File: config.mk
export PLATFORM = sky130hd
export DESIGN_NAME = mmu_control_flat
export DESIGN_NICKNAME = d
export VERILOG_FILES = /design/src/hdl/mmu_pkg.sv /design/src/hdl/tlb_lookup_if.sv /design/src/hdl/mmu_control.sv /design/src/flat_wrapper.sv
export VERILOG_INCLUDE_DIRS = /design/src /design/src/include
export SDC_FILE = /design/constraint.sdc
export NUM_CORES = 1
export LEC_CHECK = 0
export ABC_AREA = 1
export BUFFER_PORTS_ARGS = -buffer_cell sky130_fd_sc_hd__buf_2
export CORE_MARGIN = 2
export CORE_UTILIZATION = 25
export DETAILED_ROUTE_END_ITERATION = 6
export GPL_ROUTABILITY_DRIVEN = 0
export PLACE_DENSITY = 0.51
export SYNTH_ARGS = -nofsm -noshare
export SYNTH_HDL_FRONTEND = slang
export SYNTH_SLANG_ARGS = --single-unit
File: constraint.sdc
create_clock -name clk -period 6.06 [get_ports clk]
set_clock_uncertainty 0.15 [all_clocks]
set_input_delay 1.212 -clock clk [delete_from_list [all_inputs] [get_ports clk]]
set_output_delay 1.212 -clock clk [all_outputs]
set_load 0.02 [all_outputs]
File: src/include/exception_codes.svh
`ifndef EXCEPTION_CODES_SVH
`define EXCEPTION_CODES_SVH

// 3-bit exception codes reported by the MMU
`define EXCEPTION_TYPE_NONE     3'd0
`define EXCEPTION_TYPE_TLB_MISS 3'd1 // user access with no matching entry
`define EXCEPTION_TYPE_PRIV     3'd2 // TLB fill attempted in user mode
`define EXCEPTION_TYPE_BUS      3'd3 // physical address outside the RAM

`endif

File: src/hdl/mmu_pkg.sv
`include "exception_codes.svh"

package mmu_pkg;

    localparam int addr_bits        = 32;
    localparam int page_offset_bits = 12; // 4 KiB pages
    localparam int vpn_bits         = addr_bits - page_offset_bits;
    localparam int ppn_bits         = addr_bits - page_offset_bits;

    typedef enum logic [1:0] {
        idle,
        lookup,
        bus_cycle,
        respond
    } ctrl_state_t;

    typedef logic [2:0] exc_code_t;

    localparam exc_code_t exc_none     = `EXCEPTION_TYPE_NONE;
    localparam exc_code_t exc_tlb_miss = `EXCEPTION_TYPE_TLB_MISS;
    localparam exc_code_t exc_priv     = `EXCEPTION_TYPE_PRIV;
    localparam exc_code_t exc_bus      = `EXCEPTION_TYPE_BUS;

endpackage

File: src/hdl/tlb_lookup_if.sv
`timescale 1ns/1ps

interface tlb_lookup_if;
    import mmu_pkg::*;

    logic [vpn_bits-1:0] lookup_vpn;
    logic                hit;
    logic [ppn_bits-1:0] ppn;

    logic                fill; // one-cycle strobe that the controller qualifies by privilege
    logic [vpn_bits-1:0] fill_vpn;
    logic [ppn_bits-1:0] fill_ppn;

    modport ctrl (
        output lookup_vpn,
        output fill,
        output fill_vpn,
        output fill_ppn,
        input  hit,
        input  ppn
    );

    modport tlb (
        input  lookup_vpn,
        input  fill,
        input  fill_vpn,
        input  fill_ppn,
        output hit,
        output ppn
    );

endinterface

File: src/hdl/mmu_control.sv
`timescale 1ns/1ps

module mmu_control (
    input  logic                clk,
    input  logic                reset,
    input  logic                supervisor,
    input  logic                cyc,
    input  logic                stb,
    input  logic                we,
    input  logic [31:0]         adr,
    input  logic [31:0]         dat_w,
    output logic [31:0]         dat_r,
    output logic                ack,
    output logic                err,
    input  logic                tlb_write,
    input  logic [31:0]         tlb_write_vaddr,
    input  logic [31:0]         tlb_write_paddr,
    output logic [31:0]         fault_addr,
    output mmu_pkg::exc_code_t  exception,
    tlb_lookup_if.ctrl          lk,
    output logic                ram_cyc,
    output logic                ram_stb,
    output logic                ram_we,
    output logic [31:0]         ram_adr,
    output logic [31:0]         ram_dat_w,
    input  logic [31:0]         ram_dat_r,
    input  logic                ram_ack,
    input  logic                ram_err
);
    import mmu_pkg::*;

    ctrl_state_t state;
    logic [31:0] req_vaddr;
    logic        req_we;
    logic [31:0] req_dat_w;
    logic        req_super;
    logic        miss_pend;
    logic        translate_ok;
    logic [31:0] phys_addr;

    assign lk.lookup_vpn = req_vaddr[addr_bits-1:page_offset_bits];
    assign lk.fill       = tlb_write && supervisor; // user-mode fills never reach the TLB
    assign lk.fill_vpn   = tlb_write_vaddr[addr_bits-1:page_offset_bits];
    assign lk.fill_ppn   = tlb_write_paddr[addr_bits-1:page_offset_bits];

    // supervisor accesses bypass the TLB entirely
    assign translate_ok = req_super || lk.hit;
    assign phys_addr    = req_super ? req_vaddr
                                    : {lk.ppn, req_vaddr[page_offset_bits-1:0]};

    always_ff @(posedge clk or posedge reset) begin
        if (reset) begin
            state      <= idle;
            ack        <= 1'b0;
            err        <= 1'b0;
            ram_cyc    <= 1'b0;
            ram_stb    <= 1'b0;
            miss_pend  <= 1'b0;
            exception  <= exc_none;
            fault_addr <= '0;
        end else begin
            if (tlb_write && !supervisor) begin
                exception  <= exc_priv;
                fault_addr <= tlb_write_vaddr;
            end
            case (state)
                idle: begin
                    if (cyc && stb) begin
                        state <= lookup;
                    end
                end
                lookup: begin
                    ram_cyc   <= translate_ok;
                    ram_stb   <= translate_ok;
                    miss_pend <= !translate_ok; // reported one edge later
                    state     <= bus_cycle;
                end
                bus_cycle: begin
                    if (miss_pend) begin
                        err        <= 1'b1;
                        exception  <= exc_tlb_miss;
                        fault_addr <= req_vaddr;
                        state      <= respond;
                    end else if (ram_ack) begin
                        ack       <= 1'b1;
                        exception <= exc_none;
                        ram_cyc   <= 1'b0;
                        ram_stb   <= 1'b0;
                        state     <= respond;
                    end else if (ram_err) begin
                        err        <= 1'b1;
                        exception  <= exc_bus;
                        fault_addr <= req_vaddr;
                        ram_cyc    <= 1'b0;
                        ram_stb    <= 1'b0;
                        state      <= respond;
                    end
                end
                respond: begin
                    ack   <= 1'b0; // CPU response is a single cycle
                    err   <= 1'b0;
                    state <= idle;
                end
                default: state <= idle;
            endcase
        end
    end

    always_ff @(posedge clk) begin
        if ((state == idle) && cyc && stb) begin
            req_vaddr <= adr;
            req_we    <= we;
            req_dat_w <= dat_w;
            req_super <= supervisor;
        end
        if (state == lookup) begin
            ram_adr   <= phys_addr;
            ram_we    <= req_we;
            ram_dat_w <= req_dat_w;
        end
        if ((state == bus_cycle) && ram_ack) begin
            dat_r <= ram_dat_r;
        end
    end

endmodule

File: src/flat_wrapper.sv
// flat-port wrapper written by rule: the top's interface ports become plain ports
module mmu_control_flat import mmu_pkg::*;
  (clk, reset, supervisor, cyc, stb, we, adr, dat_w, dat_r, ack, err, tlb_write, tlb_write_vaddr, tlb_write_paddr, fault_addr, exception, ram_cyc, ram_stb, ram_we, ram_adr, ram_dat_w, ram_dat_r, ram_ack, ram_err, lk_lookup_vpn, lk_fill, lk_fill_vpn, lk_fill_ppn, lk_hit, lk_ppn);
  tlb_lookup_if lk_i ();
  input  logic clk;
  input  logic reset;
  input  logic supervisor;
  input  logic cyc;
  input  logic stb;
  input  logic we;
  input  logic [31:0] adr;
  input  logic [31:0] dat_w;
  output logic [31:0] dat_r;
  output logic ack;
  output logic err;
  input  logic tlb_write;
  input  logic [31:0] tlb_write_vaddr;
  input  logic [31:0] tlb_write_paddr;
  output logic [31:0] fault_addr;
  output mmu_pkg::exc_code_t exception;
  output logic ram_cyc;
  output logic ram_stb;
  output logic ram_we;
  output logic [31:0] ram_adr;
  output logic [31:0] ram_dat_w;
  input  logic [31:0] ram_dat_r;
  input  logic ram_ack;
  input  logic ram_err;
  output wire logic [$bits(lk_i.lookup_vpn)-1:0] lk_lookup_vpn;
  output wire logic [$bits(lk_i.fill)-1:0] lk_fill;
  output wire logic [$bits(lk_i.fill_vpn)-1:0] lk_fill_vpn;
  output wire logic [$bits(lk_i.fill_ppn)-1:0] lk_fill_ppn;
  input wire logic [$bits(lk_i.hit)-1:0] lk_hit;
  input wire logic [$bits(lk_i.ppn)-1:0] lk_ppn;
  assign lk_lookup_vpn = lk_i.lookup_vpn;
  assign lk_fill = lk_i.fill;
  assign lk_fill_vpn = lk_i.fill_vpn;
  assign lk_fill_ppn = lk_i.fill_ppn;
  assign lk_i.hit = lk_hit;
  assign lk_i.ppn = lk_ppn;
  mmu_control u_core (.clk(clk), .reset(reset), .supervisor(supervisor), .cyc(cyc), .stb(stb), .we(we), .adr(adr), .dat_w(dat_w), .dat_r(dat_r), .ack(ack), .err(err), .tlb_write(tlb_write), .tlb_write_vaddr(tlb_write_vaddr), .tlb_write_paddr(tlb_write_paddr), .fault_addr(fault_addr), .exception(exception), .lk(lk_i), .ram_cyc(ram_cyc), .ram_stb(ram_stb), .ram_we(ram_we), .ram_adr(ram_adr), .ram_dat_w(ram_dat_w), .ram_dat_r(ram_dat_r), .ram_ack(ram_ack), .ram_err(ram_err));
endmodule
==> metrics.yaml <==
start_kind: "primary input"
required_ps: 4700
vias: 5319
min_path_type: "flop to flop"
finalMaxSlewViolations: 0
numCtsBuffers: 24
path_max_fanout: 34
final_nets: 1082
overflow: 0
finalWirelength_um: 21900
synth_edf_count: 163
post-route-period-util: 0.559
slowest_delay_ps: 410
synth_cell_types: 21
drv_cap: 0
fin_tns_setup_ps: 0
cts-root-buf: "clkbuf_16"
ys_seq_area_frac: 0.766
relSlewSlack: 0.195
cp-end-kind: "output pin"
core_area_um2: 30500
rr_worst_depth: 5
grt_pass1_vias: 5370
outcome: "complete, no violations"
synthTopCellsByCount: "237 x nand2_1, 163 x edfxtp_1, 48 x buf_4"
crit_arrival_ps: 2030
rsz0062_at_grt: "no"
crit_end: "lk_fill"
r2r_end: "u_core.req_vaddr[28]"
grt_max_degree: 70
min_period_ps: 3390
worstSkewPairLatency_ps: 510
ys_ff_latch: 204
setup_viol: 0
io_pins: 387
cts_sinks: 204
drive_gt1_frac: 0.438
clkPwrFrac: 0.304
ant_nets: 0
fp.dieW_um: 180
portBuffers: 334
ctsHoldBuffers: 0
clk_path_buf_depth: 3
track_usage: 0.132
post_cts.repair.setup_buffers: 0
power.density_nw_per_um2: 481
yosysWarnings: 0
cts_max_level: 1
p_int_uw: 3270
timing.fmax_ghz: 0.295
viasPerCell: 4.08
swShare: 0.343
grt_pass1_wl_um: 32900
drc: 0
start_util: 0.253
async_reset_ff_frac: 0.201
die_h_um: 180
r2r_slack_ps: 3430
syn-num-nets: 780
routedWlPerCell_um: 16.8
p_leak_uw: 0.00472
layout-area-overhead-vs-synth_pct: 33.6
hold_slack_ps: 265
drtIter0Drc: 298
syn_area_um2: 7730
syn_area_per_cell_um2: 13.2
dr.pass1.iters: 5
worstSetupStartpoint: "tlb_write"
power_switching_uw: 1700
cts_tree: "built"
power_frac_seq: 0.418
yosys.area.top_type_share: 0.633
synthesis.instances: 586
synth_top_area_cell: "edfxtp_1"
r2r_start: "u_core.state[0]"
clkSlewWorstSetupHoldPaths_ps: 60
synth_ff_type: "edfxtp_1"
crit_type: "primary input to output pin"
cts_resized: 0
synth.area.top_cells: "edfxtp_1 63%, dfrtp_1 13%, nand2_1 12%"
path_cells: "buf_2 -> buf_4 -> nand2_1 -> inv_1 -> buf_2"
dp_hpwl_um: 15000
ir_drop_v: 0.000238
tightest_slew_ps: 1210
combPwrFrac: 0.278
yosysMostFrequentCell: "nand2_1"
crit_slowest_cell: "buf_4"
die-area_um2: 32300
antenna_found_initial: 2
crit_top_cell: "buf_2"
hold_viol_final: 0
num_rows: 64
power by group through the flow:
| stage | clock, µW | combinational [µW] | sequential, µW |
|---|---|---|---|
| 2_1_floorplan | 0 | 548 | 2470 |
| 3_3_place_gp | 0 | 1410 | 2100 |
| 3_5_place_dp | 0 | 1420 | 2100 |
| 4_1_cts | 1560 | 1420 | 2080 |
| 5_1_grt | 1620 | 1520 | 2120 |
| 6_report | 1510 | 1380 | 2080 |
routing by layer:
layer	vias up	track usage	wire (µm)
met5	-	0	11
met1	2469	0.157	8730
met3	30	0.0535	2440
met2	289	0.222	10400
met4	2	0.0335	354
li1	2529	-	-
worst max-delay path, delay by kind of cell:
family / cells / cell delay [ps]
buffers and inverters: 4 / 710
AND/OR/NAND/NOR: 1 / 90
state kept, by name, indices dropped and copies added, names as in the netlist, 2 cells and up:
register           flops
u_core.req_dat_w      32
u_core.req_vaddr      32
u_core.ram_adr        32
u_core.ram_dat_w      32
u_core.exception       3
u_core.state           2
u_core.fault_addr     32
u_core.dat_r          32
cells by family (layout without fill, tap and decap cells):
| family | after synthesis | count (layout) | share of synthesized area |
|---|---|---|---|
| simple gates | 297 | 297 | 0.158 |
| flops | 204 | 204 | 0.766 |
| buf+inv | 77 | 397 | 0.0664 |
| fa+ha+maj | 4 | 4 | 0.00648 |
| compound gates | 4 | 4 | 0.00259 |
| other cells | 0 | 1 | 0 |
final cells by class:
class / count / area (µm²)
fill: 3083 / 20200
sequential: 204 / 5920
timing repair buffer: 338 / 1700
multi-input combinational: 305 / 1310
clock buffer: 31 / 658
tap: 396 / 495
clock inverter: 13 / 176
inverter: 15 / 58.8
antenna: 1 / 2.50
cells in the final DEF (no fill, tap or decap):
cell        count
or2_2           1
inv_4           1
buf_2         334
clkinv_4        2
ha_4            1
o21ai_0         1
a21oi_1         3
clkbuf_8        1
nor2_4          1
nand3_1        39
clkinv_1        1
clkbuf_16      25
clkinvlp_4      2
nand2_4         2
clkbuf_1        5
nand3_4         1
nand3b_1        1
dfrtp_1        41
nand2_2        10
ha_1            3
nand2_1       237
edfxtp_1      163
inv_2           4
diode_2         1
bufinv_16       4
clkinv_2        4
nor2_1          5
buf_4           4
inv_1          10
worst min path at each step:
stage	slack (ps)	end	from	cells after the start
finish	270	u_core.ram_dat_w[16]	u_core.req_dat_w[16]	0
global route	270	u_core.ram_dat_w[23]	u_core.req_dat_w[23]	0
global placement	250	u_core.ram_dat_w[10]	u_core.req_dat_w[10]	0
detailed placement	250	u_core.ram_dat_w[16]	u_core.req_dat_w[16]	0
floorplan	250	u_core.ram_dat_w[0]	u_core.req_dat_w[0]	0
CTS	270	u_core.ram_dat_w[16]	u_core.req_dat_w[16]	0
through the flow:
step | worst slack [ps] | util | total power, µW | std cells | cell area (µm²)
after floorplan | 1380 | - | 3020 | 586 | 7730
after global placement | 2660 | 0.311 | 3510 | 1258 | 9490
after detailed placement | 2680 | 0.311 | 3520 | 1258 | 9490
after CTS | 2680 | 0.338 | 5060 | 1302 | 10300
after global routing | 2610 | 0.338 | 5260 | 1302 | 10300
final | 2670 | 0.339 | 4970 | 1303 | 10300
(Power assumes the default switching activity.)
