===== src/include/exception_codes.svh =====
`ifndef EXCEPTION_CODES_SVH
`define EXCEPTION_CODES_SVH

// 3-bit exception codes reported by the MMU
`define EXCEPTION_TYPE_NONE     3'd0
`define EXCEPTION_TYPE_TLB_MISS 3'd1 // user access with no matching entry
`define EXCEPTION_TYPE_PRIV     3'd2 // TLB fill attempted in user mode
`define EXCEPTION_TYPE_BUS      3'd3 // physical address outside the RAM

`endif


===== src/hdl/mmu_pkg.sv =====
`include "exception_codes.svh"

package mmu_pkg;

    localparam int addr_bits        = 32;
    localparam int page_offset_bits = 12; // 4 KiB pages
    localparam int vpn_bits         = addr_bits - page_offset_bits;
    localparam int ppn_bits         = addr_bits - page_offset_bits;

    typedef enum logic [1:0] {
        idle,
        lookup,
        bus_cycle,
        respond
    } ctrl_state_t;

    typedef logic [2:0] exc_code_t;

    localparam exc_code_t exc_none     = `EXCEPTION_TYPE_NONE;
    localparam exc_code_t exc_tlb_miss = `EXCEPTION_TYPE_TLB_MISS;
    localparam exc_code_t exc_priv     = `EXCEPTION_TYPE_PRIV;
    localparam exc_code_t exc_bus      = `EXCEPTION_TYPE_BUS;

endpackage


===== src/hdl/tlb_lookup_if.sv =====
`timescale 1ns/1ps

interface tlb_lookup_if;
    import mmu_pkg::*;

    logic [vpn_bits-1:0] lookup_vpn;
    logic                hit;
    logic [ppn_bits-1:0] ppn;

    logic                fill; // one-cycle strobe that the controller qualifies by privilege
    logic [vpn_bits-1:0] fill_vpn;
    logic [ppn_bits-1:0] fill_ppn;

    modport ctrl (
        output lookup_vpn,
        output fill,
        output fill_vpn,
        output fill_ppn,
        input  hit,
        input  ppn
    );

    modport tlb (
        input  lookup_vpn,
        input  fill,
        input  fill_vpn,
        input  fill_ppn,
        output hit,
        output ppn
    );

endinterface


===== src/hdl/tlb.sv =====
`timescale 1ns/1ps

module tlb #(
    parameter int tlb_entries = 4
) (
    input logic       clk,
    input logic       reset,
    tlb_lookup_if.tlb lk
);
    import mmu_pkg::*;

    localparam int ptr_bits = (tlb_entries > 1) ? $clog2(tlb_entries) : 1;

    logic [tlb_entries-1:0] valid;
    logic [vpn_bits-1:0]    vpn_tab [tlb_entries];
    logic [ppn_bits-1:0]    ppn_tab [tlb_entries];
    logic [ptr_bits-1:0]    replace_ptr;

    // a later matching entry overrides an earlier one
    always_comb begin
        lk.hit = 1'b0;
        lk.ppn = '0;
        for (int i = 0; i < tlb_entries; i++) begin
            if (valid[i] && (vpn_tab[i] == lk.lookup_vpn)) begin
                lk.hit = 1'b1;
                lk.ppn = ppn_tab[i];
            end
        end
    end

    always_ff @(posedge clk or posedge reset) begin
        if (reset) begin
            valid       <= '0;
            replace_ptr <= '0;
        end else if (lk.fill) begin
            valid[replace_ptr] <= 1'b1;
            if (replace_ptr == ptr_bits'(tlb_entries - 1)) begin
                replace_ptr <= '0; // wrap for round robin
            end else begin
                replace_ptr <= replace_ptr + 1'b1;
            end
        end
    end

    always_ff @(posedge clk) begin
        if (lk.fill) begin
            vpn_tab[replace_ptr] <= lk.fill_vpn;
            ppn_tab[replace_ptr] <= lk.fill_ppn;
        end
    end

endmodule


===== src/flat_wrapper.sv =====
// flat-port wrapper written by rule: the top's interface ports become plain ports
module tlb_flat import mmu_pkg::*;
#(
    parameter int tlb_entries = 4
)
  (clk, reset, lk_lookup_vpn, lk_fill, lk_fill_vpn, lk_fill_ppn, lk_hit, lk_ppn);
  tlb_lookup_if lk_i ();
  input logic clk;
  input logic reset;
  input wire logic [$bits(lk_i.lookup_vpn)-1:0] lk_lookup_vpn;
  input wire logic [$bits(lk_i.fill)-1:0] lk_fill;
  input wire logic [$bits(lk_i.fill_vpn)-1:0] lk_fill_vpn;
  input wire logic [$bits(lk_i.fill_ppn)-1:0] lk_fill_ppn;
  output wire logic [$bits(lk_i.hit)-1:0] lk_hit;
  output wire logic [$bits(lk_i.ppn)-1:0] lk_ppn;
  assign lk_i.lookup_vpn = lk_lookup_vpn;
  assign lk_i.fill = lk_fill;
  assign lk_i.fill_vpn = lk_fill_vpn;
  assign lk_i.fill_ppn = lk_fill_ppn;
  assign lk_hit = lk_i.hit;
  assign lk_ppn = lk_i.ppn;
  tlb #(.tlb_entries(tlb_entries)) u_core (.clk(clk), .reset(reset), .lk(lk_i));
endmodule

===== config.mk =====
export PLATFORM = sky130hd
export DESIGN_NAME = tlb_flat
export DESIGN_NICKNAME = d
export VERILOG_FILES = /design/src/hdl/mmu_pkg.sv /design/src/hdl/tlb_lookup_if.sv /design/src/hdl/tlb.sv /design/src/flat_wrapper.sv
export VERILOG_INCLUDE_DIRS = /design/src /design/src/include
export SDC_FILE = /design/constraint.sdc
export NUM_CORES = 1
export LEC_CHECK = 0
export BUFFER_PORTS_ARGS = -buffer_cell sky130_fd_sc_hd__buf_4
export CAP_MARGIN = 20
export CORE_MARGIN = 10
export CORE_UTILIZATION = 50
export CTS_CLUSTER_SIZE = 24
export DETAILED_ROUTE_END_ITERATION = 8
export GPL_TIMING_DRIVEN = 0
export HOLD_SLACK_MARGIN = 0.05
export MAX_ROUTING_LAYER = met4
export PLACE_DENSITY_LB_ADDON = 0.15
export SYNTH_ARGS = -nofsm -noshare
export SYNTH_HDL_FRONTEND = slang
export SYNTH_SLANG_ARGS = --single-unit
export TNS_END_PERCENT = 100

===== constraint.sdc =====
create_clock -name clk -period 5.65 [get_ports clk]
set_clock_uncertainty 0.2 [all_clocks]
set_input_delay 0.565 -clock clk [delete_from_list [all_inputs] [get_ports clk]]
set_output_delay 0.565 -clock clk [all_outputs]
set_load 0.03 [all_outputs]

==> results of run 1 <==
-- power breakdown --
group          total [mW]  switching (mW)  internal [mW]
Clock                1.23           0.453          0.780
Sequential           1.62          0.0569           1.57
Combinational       0.351           0.217          0.135
Total                3.21           0.727           2.48
-- synthesized netlist by cell type (2+ instances only) --
library cell	instances	area [sq um]
sky130_fd_sc_hd__xor2_1	16	140.1
sky130_fd_sc_hd__dfrtp_1	6	150.1
sky130_fd_sc_hd__nor2_1	39	146.4
sky130_fd_sc_hd__edfxtp_1	160	4805
sky130_fd_sc_hd__xnor2_2	2	32.53
sky130_fd_sc_hd__nand2_1	5	18.77
sky130_fd_sc_hd__buf_2	11	55.05
sky130_fd_sc_hd__a221oi_2	19	285.3
sky130_fd_sc_hd__clkbuf_1	7	26.28
sky130_fd_sc_hd__ha_1	4	50.05
sky130_fd_sc_hd__inv_1	4	15.01
sky130_fd_sc_hd__or2_2	4	25.02
sky130_fd_sc_hd__nor4_1	7	43.79
sky130_fd_sc_hd__and2_1	4	25.02
sky130_fd_sc_hd__nand4_1	13	81.33
sky130_fd_sc_hd__a41oi_1	19	166.4
sky130_fd_sc_hd__buf_6	6	67.56
sky130_fd_sc_hd__nand3_1	5	25.02
sky130_fd_sc_hd__xnor2_1	62	543.0
sky130_fd_sc_hd__o21ai_0	3	15.01
sky130_fd_sc_hd__and3_1	24	150.1
-- worst max-delay path, stage by stage, from the launching register on --
cell                       delay [ps]
sky130_fd_sc_hd__edfxtp_1         370
sky130_fd_sc_hd__xnor2_1          210
sky130_fd_sc_hd__nand4_1          170
sky130_fd_sc_hd__nor4_1           560
sky130_fd_sc_hd__buf_2            350
sky130_fd_sc_hd__a41oi_1          170
sky130_fd_sc_hd__a221oi_2         330
sky130_fd_sc_hd__buf_4            220
-- placed cells by master (no fill, tap or decap), drive strengths merged --
cell           n
or2            4
a221oi        20
nand3          5
edfxtp       160
xnor2         64
dfrtp          6
bufinv         5
buf           97
nor2          39
o22ai          1
dlygate4sd1    1
nor4           8
clkinvlp       3
dlygate4sd3    1
inv            5
ha             4
nand2          5
clkbuf        25
and2           5
clkinv         5
o21ai          3
a41oi         19
xor2          16
nand4         13
and3          24
-- state kept, by name (all words and copies together), names as in the netlist --
name and flops:
u_core.replace_ptr 2, u_core.ppn_tab 80, u_core.vpn_tab 80, u_core.valid 4
-- cell type report --
| cell class | count | area [sq um] | share of cell area, % |
|---|---|---|---|
| Buffer | 25 | 157.7 | 1.869 |
| Clock buffer | 18 | 429.2 | 5.089 |
| Clock inverter | 14 | 206.4 | 2.448 |
| Inverter | 4 | 15.01 | 0.1780 |
| Multi-Input combinational cell | 230 | 1789 | 21.22 |
| Sequential cell | 166 | 4955 | 58.75 |
| Tap cell | 176 | 220.2 | 2.611 |
| Timing Repair Buffer | 81 | 660.6 | 7.834 |
-- how the worst max path moves through the flow --
stage	end	slack (ps)	start
floorplan	lk_ppn[0]	2650	lk_lookup_vpn[14]
global placement	lk_ppn[17]	2140	lk_lookup_vpn[6]
detailed placement	lk_ppn[4]	2190	lk_lookup_vpn[8]
CTS	lk_ppn[4]	2050	u_core.vpn_tab[3][8]$_DFFE_PP_
global route	lk_ppn[18]	1810	u_core.vpn_tab[2][4]$_DFFE_PP_
finish	lk_ppn[17]	2090	u_core.vpn_tab[0][6]$_DFFE_PP_
-- cell families (layout without fill, tap and decap cells) --
family | count (synthesis) | in the layout | synth area share (%)
flip-flops | 166 | 166 | 71.69
AND/OR/NAND/NOR | 103 | 103 | 7.766
buffers and inverters | 29 | 142 | 2.498
XOR/XNOR | 80 | 80 | 10.35
AO/OA/AOI/OAI | 43 | 43 | 6.970
adder cells (fa/ha/maj) | 4 | 4 | 0.7241
-- metrics by stage --
stage	hold WS, ps	total power, mW	worst slack, ps	utilization, %	cells
floorplan	156.0	1.834	2648	-	425
global route	118.7	3.337	1809	62.93	714
CTS	126.4	3.237	2050	62.93	714
finish	140.2	3.209	2087	62.93	714
global placement	245.6	1.973	2137	57.48	677
detailed placement	248.1	2.012	2187	58.11	681
-- per-layer routing --
| layer | global-route usage (%) | share of wire [%] | vias up | wire (um) |
|---|---|---|---|---|
| met5 | - | 0 | - | 0 |
| met4 | 7.084 | 2.2 | 0 | 314 |
| met3 | 3.824 | 5.5 | 28 | 804 |
| met2 | 27.25 | 51 | 107 | 7463 |
| met1 | 19.17 | 41 | 1884 | 5985 |
| li1 | - | - | 1825 | - |
-- what timing repair did --
item,in CTS,in global routing
hold buffers,1,0
hold endpoints to repair,6,0
gates resized for setup,0,0
setup endpoints to repair,0,0
==> reports/qor.json, run 1 <==
{
  "sta": {
    "post-route-min-period_ps": 3563,
    "ratio_of_final_minimum_period_to_clock_period_pct": 63.06,
    "timing.final.max_slew_violations": 0,
    "finalSetupViolCount": 0,
    "timing.max_slew.rel_slack_pct": 61.65,
    "grt_setup_unrepaired": "false",
    "worstMarginPinSlew_ps": 575.2,
    "finalHoldViolCount": 0,
    "total_negative_slack_ps": 0,
    "clock.fmax_mhz": 280.7
  },
  "place": {
    "place.gp.congestion": 0.7570,
    "dpl.hpwl_um": 10050,
    "io_buffers": 76,
    "placement.cell_area_sq_mm": 0.007787
  },
  "worst_hold_path": {
    "min_delay_worst_endpoint": "u_core.vpn_tab[2][4]$_DFFE_PP_",
    "hold_path.class": "input pin to flop",
    "whs_path_depth": 1,
    "hold_path_startpoint": "lk_fill_vpn[4]"
  },
  "layout": {
    "areaGrowthSynthToFinish_pct": 22.01,
    "fillerInstances": 970,
    "n_antenna_cell": 0,
    "drive_above_1_share_pct": 29.00,
    "finish.net_count": 592,
    "postLayoutCellArea_sq_mm": 0.008433
  },
  "die": {
    "rows": 42,
    "floorplan.initialDensity_pct": 51.58,
    "die-width_um": 137.6,
    "core-area_sq_mm": 0.01340,
    "io_pins": 84,
    "chipHeight_um": 137.6,
    "fp.dieArea_sq_mm": 0.01893
  },
  "power_and_ir_drop": {
    "vdd.ir_drop.worst_mv": 0.2233,
    "power_per_cell_area_mw_per_mm2": 380.5,
    "leakage_nw": 2.943
  },
  "synthesis": {
    "ys_types": 26,
    "yosysWarnings": 0,
    "synth_enable_flop_cells": 160,
    "postSynthAreaPerCell_sq_um": 16.26,
    "yosys_register_bits": 166,
    "netlist_area_sq_mm": 0.006912,
    "synthFlopType": "sky130_fd_sc_hd__edfxtp_1",
    "synthesis.nets": 492,
    "synth-async-reset-ratio_pct": 3.614,
    "synth_seq_area_share_pct": 71.69,
    "post_synth_inst_count": 425
  },
  "clock_network": {
    "cts_made_buffers": 17,
    "clk_pin_slew_ps": 60,
    "cts_tree": "yes",
    "post_cts.repair.setup_buffers": 0,
    "cts_sinks": 166,
    "max-clock-path-buffers": 2,
    "clock_tree.htree_level_count": 4,
    "cts_root_buffer": "sky130_fd_sc_hd__clkbuf_16",
    "insertion_delay_ps": 420
  },
  "worst_setup_path": {
    "rr_endpoint": "u_core.ppn_tab[2][7]$_DFFE_PP_",
    "worst_setup_path_start_kind": "flop",
    "critPathMaxFanout": 10,
    "worst_reg2reg_path_length_in_cells": 4,
    "r2r_setup_slack_ps": 3720,
    "timing.critical_path.required_ps": 4890,
    "cp.arrival_ps": 2800,
    "critical_path_class": "flop to output port",
    "r2r_start": "u_core.replace_ptr[0]$_DFFE_PP0P_",
    "crit_end_category": "output port"
  },
  "detailed_routing": {
    "dr_total_vias": 3844,
    "detail_route.vias_per_cell": 5.384,
    "pre_repair_dr_iteration_count": 4,
    "drt_iter0_drc": 323,
    "drtAntennaViolNets": 0,
    "avgRoutedWirePerCell_um": 20.40,
    "wirelength_um": 14570,
    "post-route-drc-count": 0
  },
  "status": {
    "status": "finished clean"
  },
  "grt": {
    "grt_first_pass_wirelength_um": 22380,
    "grtUsageTotal_pct": 16.58,
    "grt_overflow": 0,
    "grt_max_degree": 33,
    "grt_pass1_vias": 4115,
    "antenna_found_initial": 0
  },
  "run": {
    "maxCapViolCount": 0
  }
}
No activity file was read; power rests on OpenSTA's default activity.
==> run 2, diff against run 1 <==
clock period = 3.65 ns   (was 5.65 ns; I/O delays follow)
==> run 2 against run 1 <==
Non-clock buffer count increased by 41. Register-to-register slack got worse by 2000 ps. First-iteration DRC count increased by 3.4%. Global-route usage increased by 0.53 points. Power increased by 56%. Combinational power increased by 66%. Count of clock-buffer cells in the layout unchanged. Clock power increased by 55%. Largest cell class unchanged. Largest power group unchanged.
==> reports/qor.json, run 2 (same netlist as run 1, synthesis figures left out) <==
{
  "status": {
    "status": "finished clean"
  },
  "sta": {
    "total_negative_slack_ps": 0,
    "clock.fmax_mhz": 292.8,
    "layout_setup_ws_ps": 234.3,
    "post-route-min-period_ps": 3416,
    "timing.max_slew.rel_slack_pct": 59.15,
    "timing.final.max_slew_violations": 0,
    "worstMarginPinSlew_ps": 607.2,
    "finalSetupViolCount": 0,
    "hold_ws_ps": 218.5,
    "finalHoldViolCount": 0,
    "grt_setup_unrepaired": "false",
    "ratio_of_final_minimum_period_to_clock_period_pct": 93.58
  },
  "grt": {
    "grtUsageTotal_pct": 17.11,
    "grt_max_degree": 33,
    "grt_overflow": 0,
    "grt_pass1_vias": 4298,
    "grt_first_pass_wirelength_um": 23220,
    "antenna_found_initial": 0
  },
  "die": {
    "fp.dieArea_sq_mm": 0.01893,
    "die-width_um": 137.6,
    "core-area_sq_mm": 0.01340,
    "rows": 42,
    "io_pins": 84,
    "floorplan.initialDensity_pct": 51.58,
    "chipHeight_um": 137.6
  },
  "detailed_routing": {
    "pre_repair_dr_iteration_count": 4,
    "drtAntennaViolNets": 0,
    "avgRoutedWirePerCell_um": 19.77,
    "wirelength_um": 14930,
    "post-route-drc-count": 0,
    "detail_route.vias_per_cell": 5.303,
    "drt_iter0_drc": 334,
    "dr_total_vias": 4004
  },
  "clock_network": {
    "post_cts.repair.setup_buffers": 0,
    "cts.repair.resized": 0,
    "max-clock-path-buffers": 2,
    "cts_root_buffer": "sky130_fd_sc_hd__clkbuf_16",
    "cts_sinks": 166,
    "cts.hold.buffers_added": 42,
    "insertion_delay_ps": 420,
    "clk_pin_slew_ps": 60,
    "clock_tree.htree_level_count": 4,
    "cts_made_buffers": 17,
    "cts_tree": "yes"
  },
  "layout": {
    "drive_above_1_share_pct": 26.94,
    "layout.cells.most_common": "sky130_fd_sc_hd__edfxtp_1",
    "layout.cells.most_common_list": "160 x sky130_fd_sc_hd__edfxtp_1, 76 x sky130_fd_sc_hd__buf_4, 62 x sky130_fd_sc_hd__xnor2_1, 42 x sky130_fd_sc_hd__dlygate4sd3_1, 39 x sky130_fd_sc_hd__nor2_1",
    "largest_registers": "u_core.ppn_tab x80, u_core.vpn_tab x80, u_core.valid x4",
    "n_antenna_cell": 0,
    "areaGrowthSynthToFinish_pct": 27.95,
    "finish.net_count": 633,
    "postLayoutCellArea_sq_mm": 0.008843
  },
  "worst_setup_path": {
    "critical_path_class": "flop to output port",
    "timing.critical_path.required_ps": 3080,
    "worst_setup_path_start_kind": "flop",
    "r2r_setup_slack_ps": 1710,
    "crit_end_category": "output port",
    "rr_endpoint": "u_core.ppn_tab[2][7]$_DFFE_PP_",
    "critPathMaxFanout": 10,
    "cp.arrival_ps": 2850,
    "r2r_start": "u_core.replace_ptr[0]$_DFFE_PP0P_",
    "worst_reg2reg_path_length_in_cells": 4
  },
  "place": {
    "place.gp.congestion": 0.7570,
    "placement.cell_area_sq_mm": 0.007787,
    "dpl.hpwl_um": 10050,
    "dp_worst_setup_slack_ps": 586.6,
    "io_buffers": 76
  },
  "worst_hold_path": {
    "hold_path.class": "input pin to asynchronous set/reset pin"
  },
  "power_and_ir_drop": {
    "switchingPower_mw": 1.135,
    "power_per_cell_area_mw_per_mm2": 566.0,
    "seq_power_share_pct": 50.2,
    "clock_power_share_pct": 38.1,
    "sw_frac_of_total_pct": 22.67,
    "vdd.ir_drop.worst_mv": 0.3472,
    "cell_internal_pwr_mw": 3.871,
    "comb_power_share_pct": 11.6,
    "total_power_mw": 5.005,
    "leakage_nw": 3.115
  },
  "run": {
    "maxCapViolCount": 0
  }
}
-- run 2: changes by cell type in the layout (fill, tap and decap cells not counted), sizes merged --
cell,change
dlygate4sd3,+41
-- run 2: area by class of cell --
type	count	area, sq um
timing repair buffer	122	1071
tap	176	220.2
buffer	25	157.7
clock buffer	18	429.2
fill	930	4557
multi-input combinational	230	1789
sequential	166	4955
clock inverter	14	206.4
inverter	4	15.01
-- run 2: worst max path at each step --
stage	cells after the start	slack, ps	from	end
finish	7	230	u_core.vpn_tab[0][6]$_DFFE_PP_	lk_ppn[17]
global placement	8	540	lk_lookup_vpn[6]	lk_ppn[17]
global route	8	9	u_core.vpn_tab[2][4]$_DFFE_PP_	lk_ppn[18]
CTS	8	250	u_core.vpn_tab[3][8]$_DFFE_PP_	lk_ppn[4]
floorplan	8	1050	lk_lookup_vpn[14]	lk_ppn[0]
detailed placement	9	590	lk_lookup_vpn[8]	lk_ppn[4]
-- run 2: power groups by stage --
| stage | clock, mW | sequential (mW) | combinational, mW |
|---|---|---|---|
| final | 1.91 | 2.51 | 0.582 |
| after global routing | 2.03 | 2.54 | 0.638 |
| after CTS | 1.93 | 2.52 | 0.598 |
| after detailed placement | 0 | 2.55 | 0.560 |
| after global placement | 0 | 2.56 | 0.491 |
| after floorplan | 0 | 2.54 | 0.296 |
-- run 2: per-layer routing --
layer | part of all wire [%] | wire (um) | up-vias | global-route usage, %
met2 | 51 | 7663 | 125 | 28.31
met1 | 40 | 6034 | 1949 | 19.67
met5 | 0 | 0 | - | -
met3 | 6.4 | 958 | 24 | 4.006
met4 | 1.8 | 272 | 0 | 7.084
li1 | - | - | 1906 | -
-- run 2: critical path: stages, from the launching register on --
cell	delay (ps)
sky130_fd_sc_hd__edfxtp_1	380
sky130_fd_sc_hd__xnor2_1	200
sky130_fd_sc_hd__nand4_1	170
sky130_fd_sc_hd__nor4_1	600
sky130_fd_sc_hd__buf_2	360
sky130_fd_sc_hd__a41oi_1	180
sky130_fd_sc_hd__a221oi_2	320
sky130_fd_sc_hd__buf_4	220
-- run 2: stage by stage --
| stage | util [%] | instances |
|---|---|---|
| 2_1_floorplan | - | 425 |
| 4_1_cts | 65.99 | 755 |
| 5_1_grt | 65.99 | 755 |
| 3_5_place_dp | 58.11 | 681 |
| 3_3_place_gp | 57.48 | 677 |
| 6_report | 65.99 | 755 |
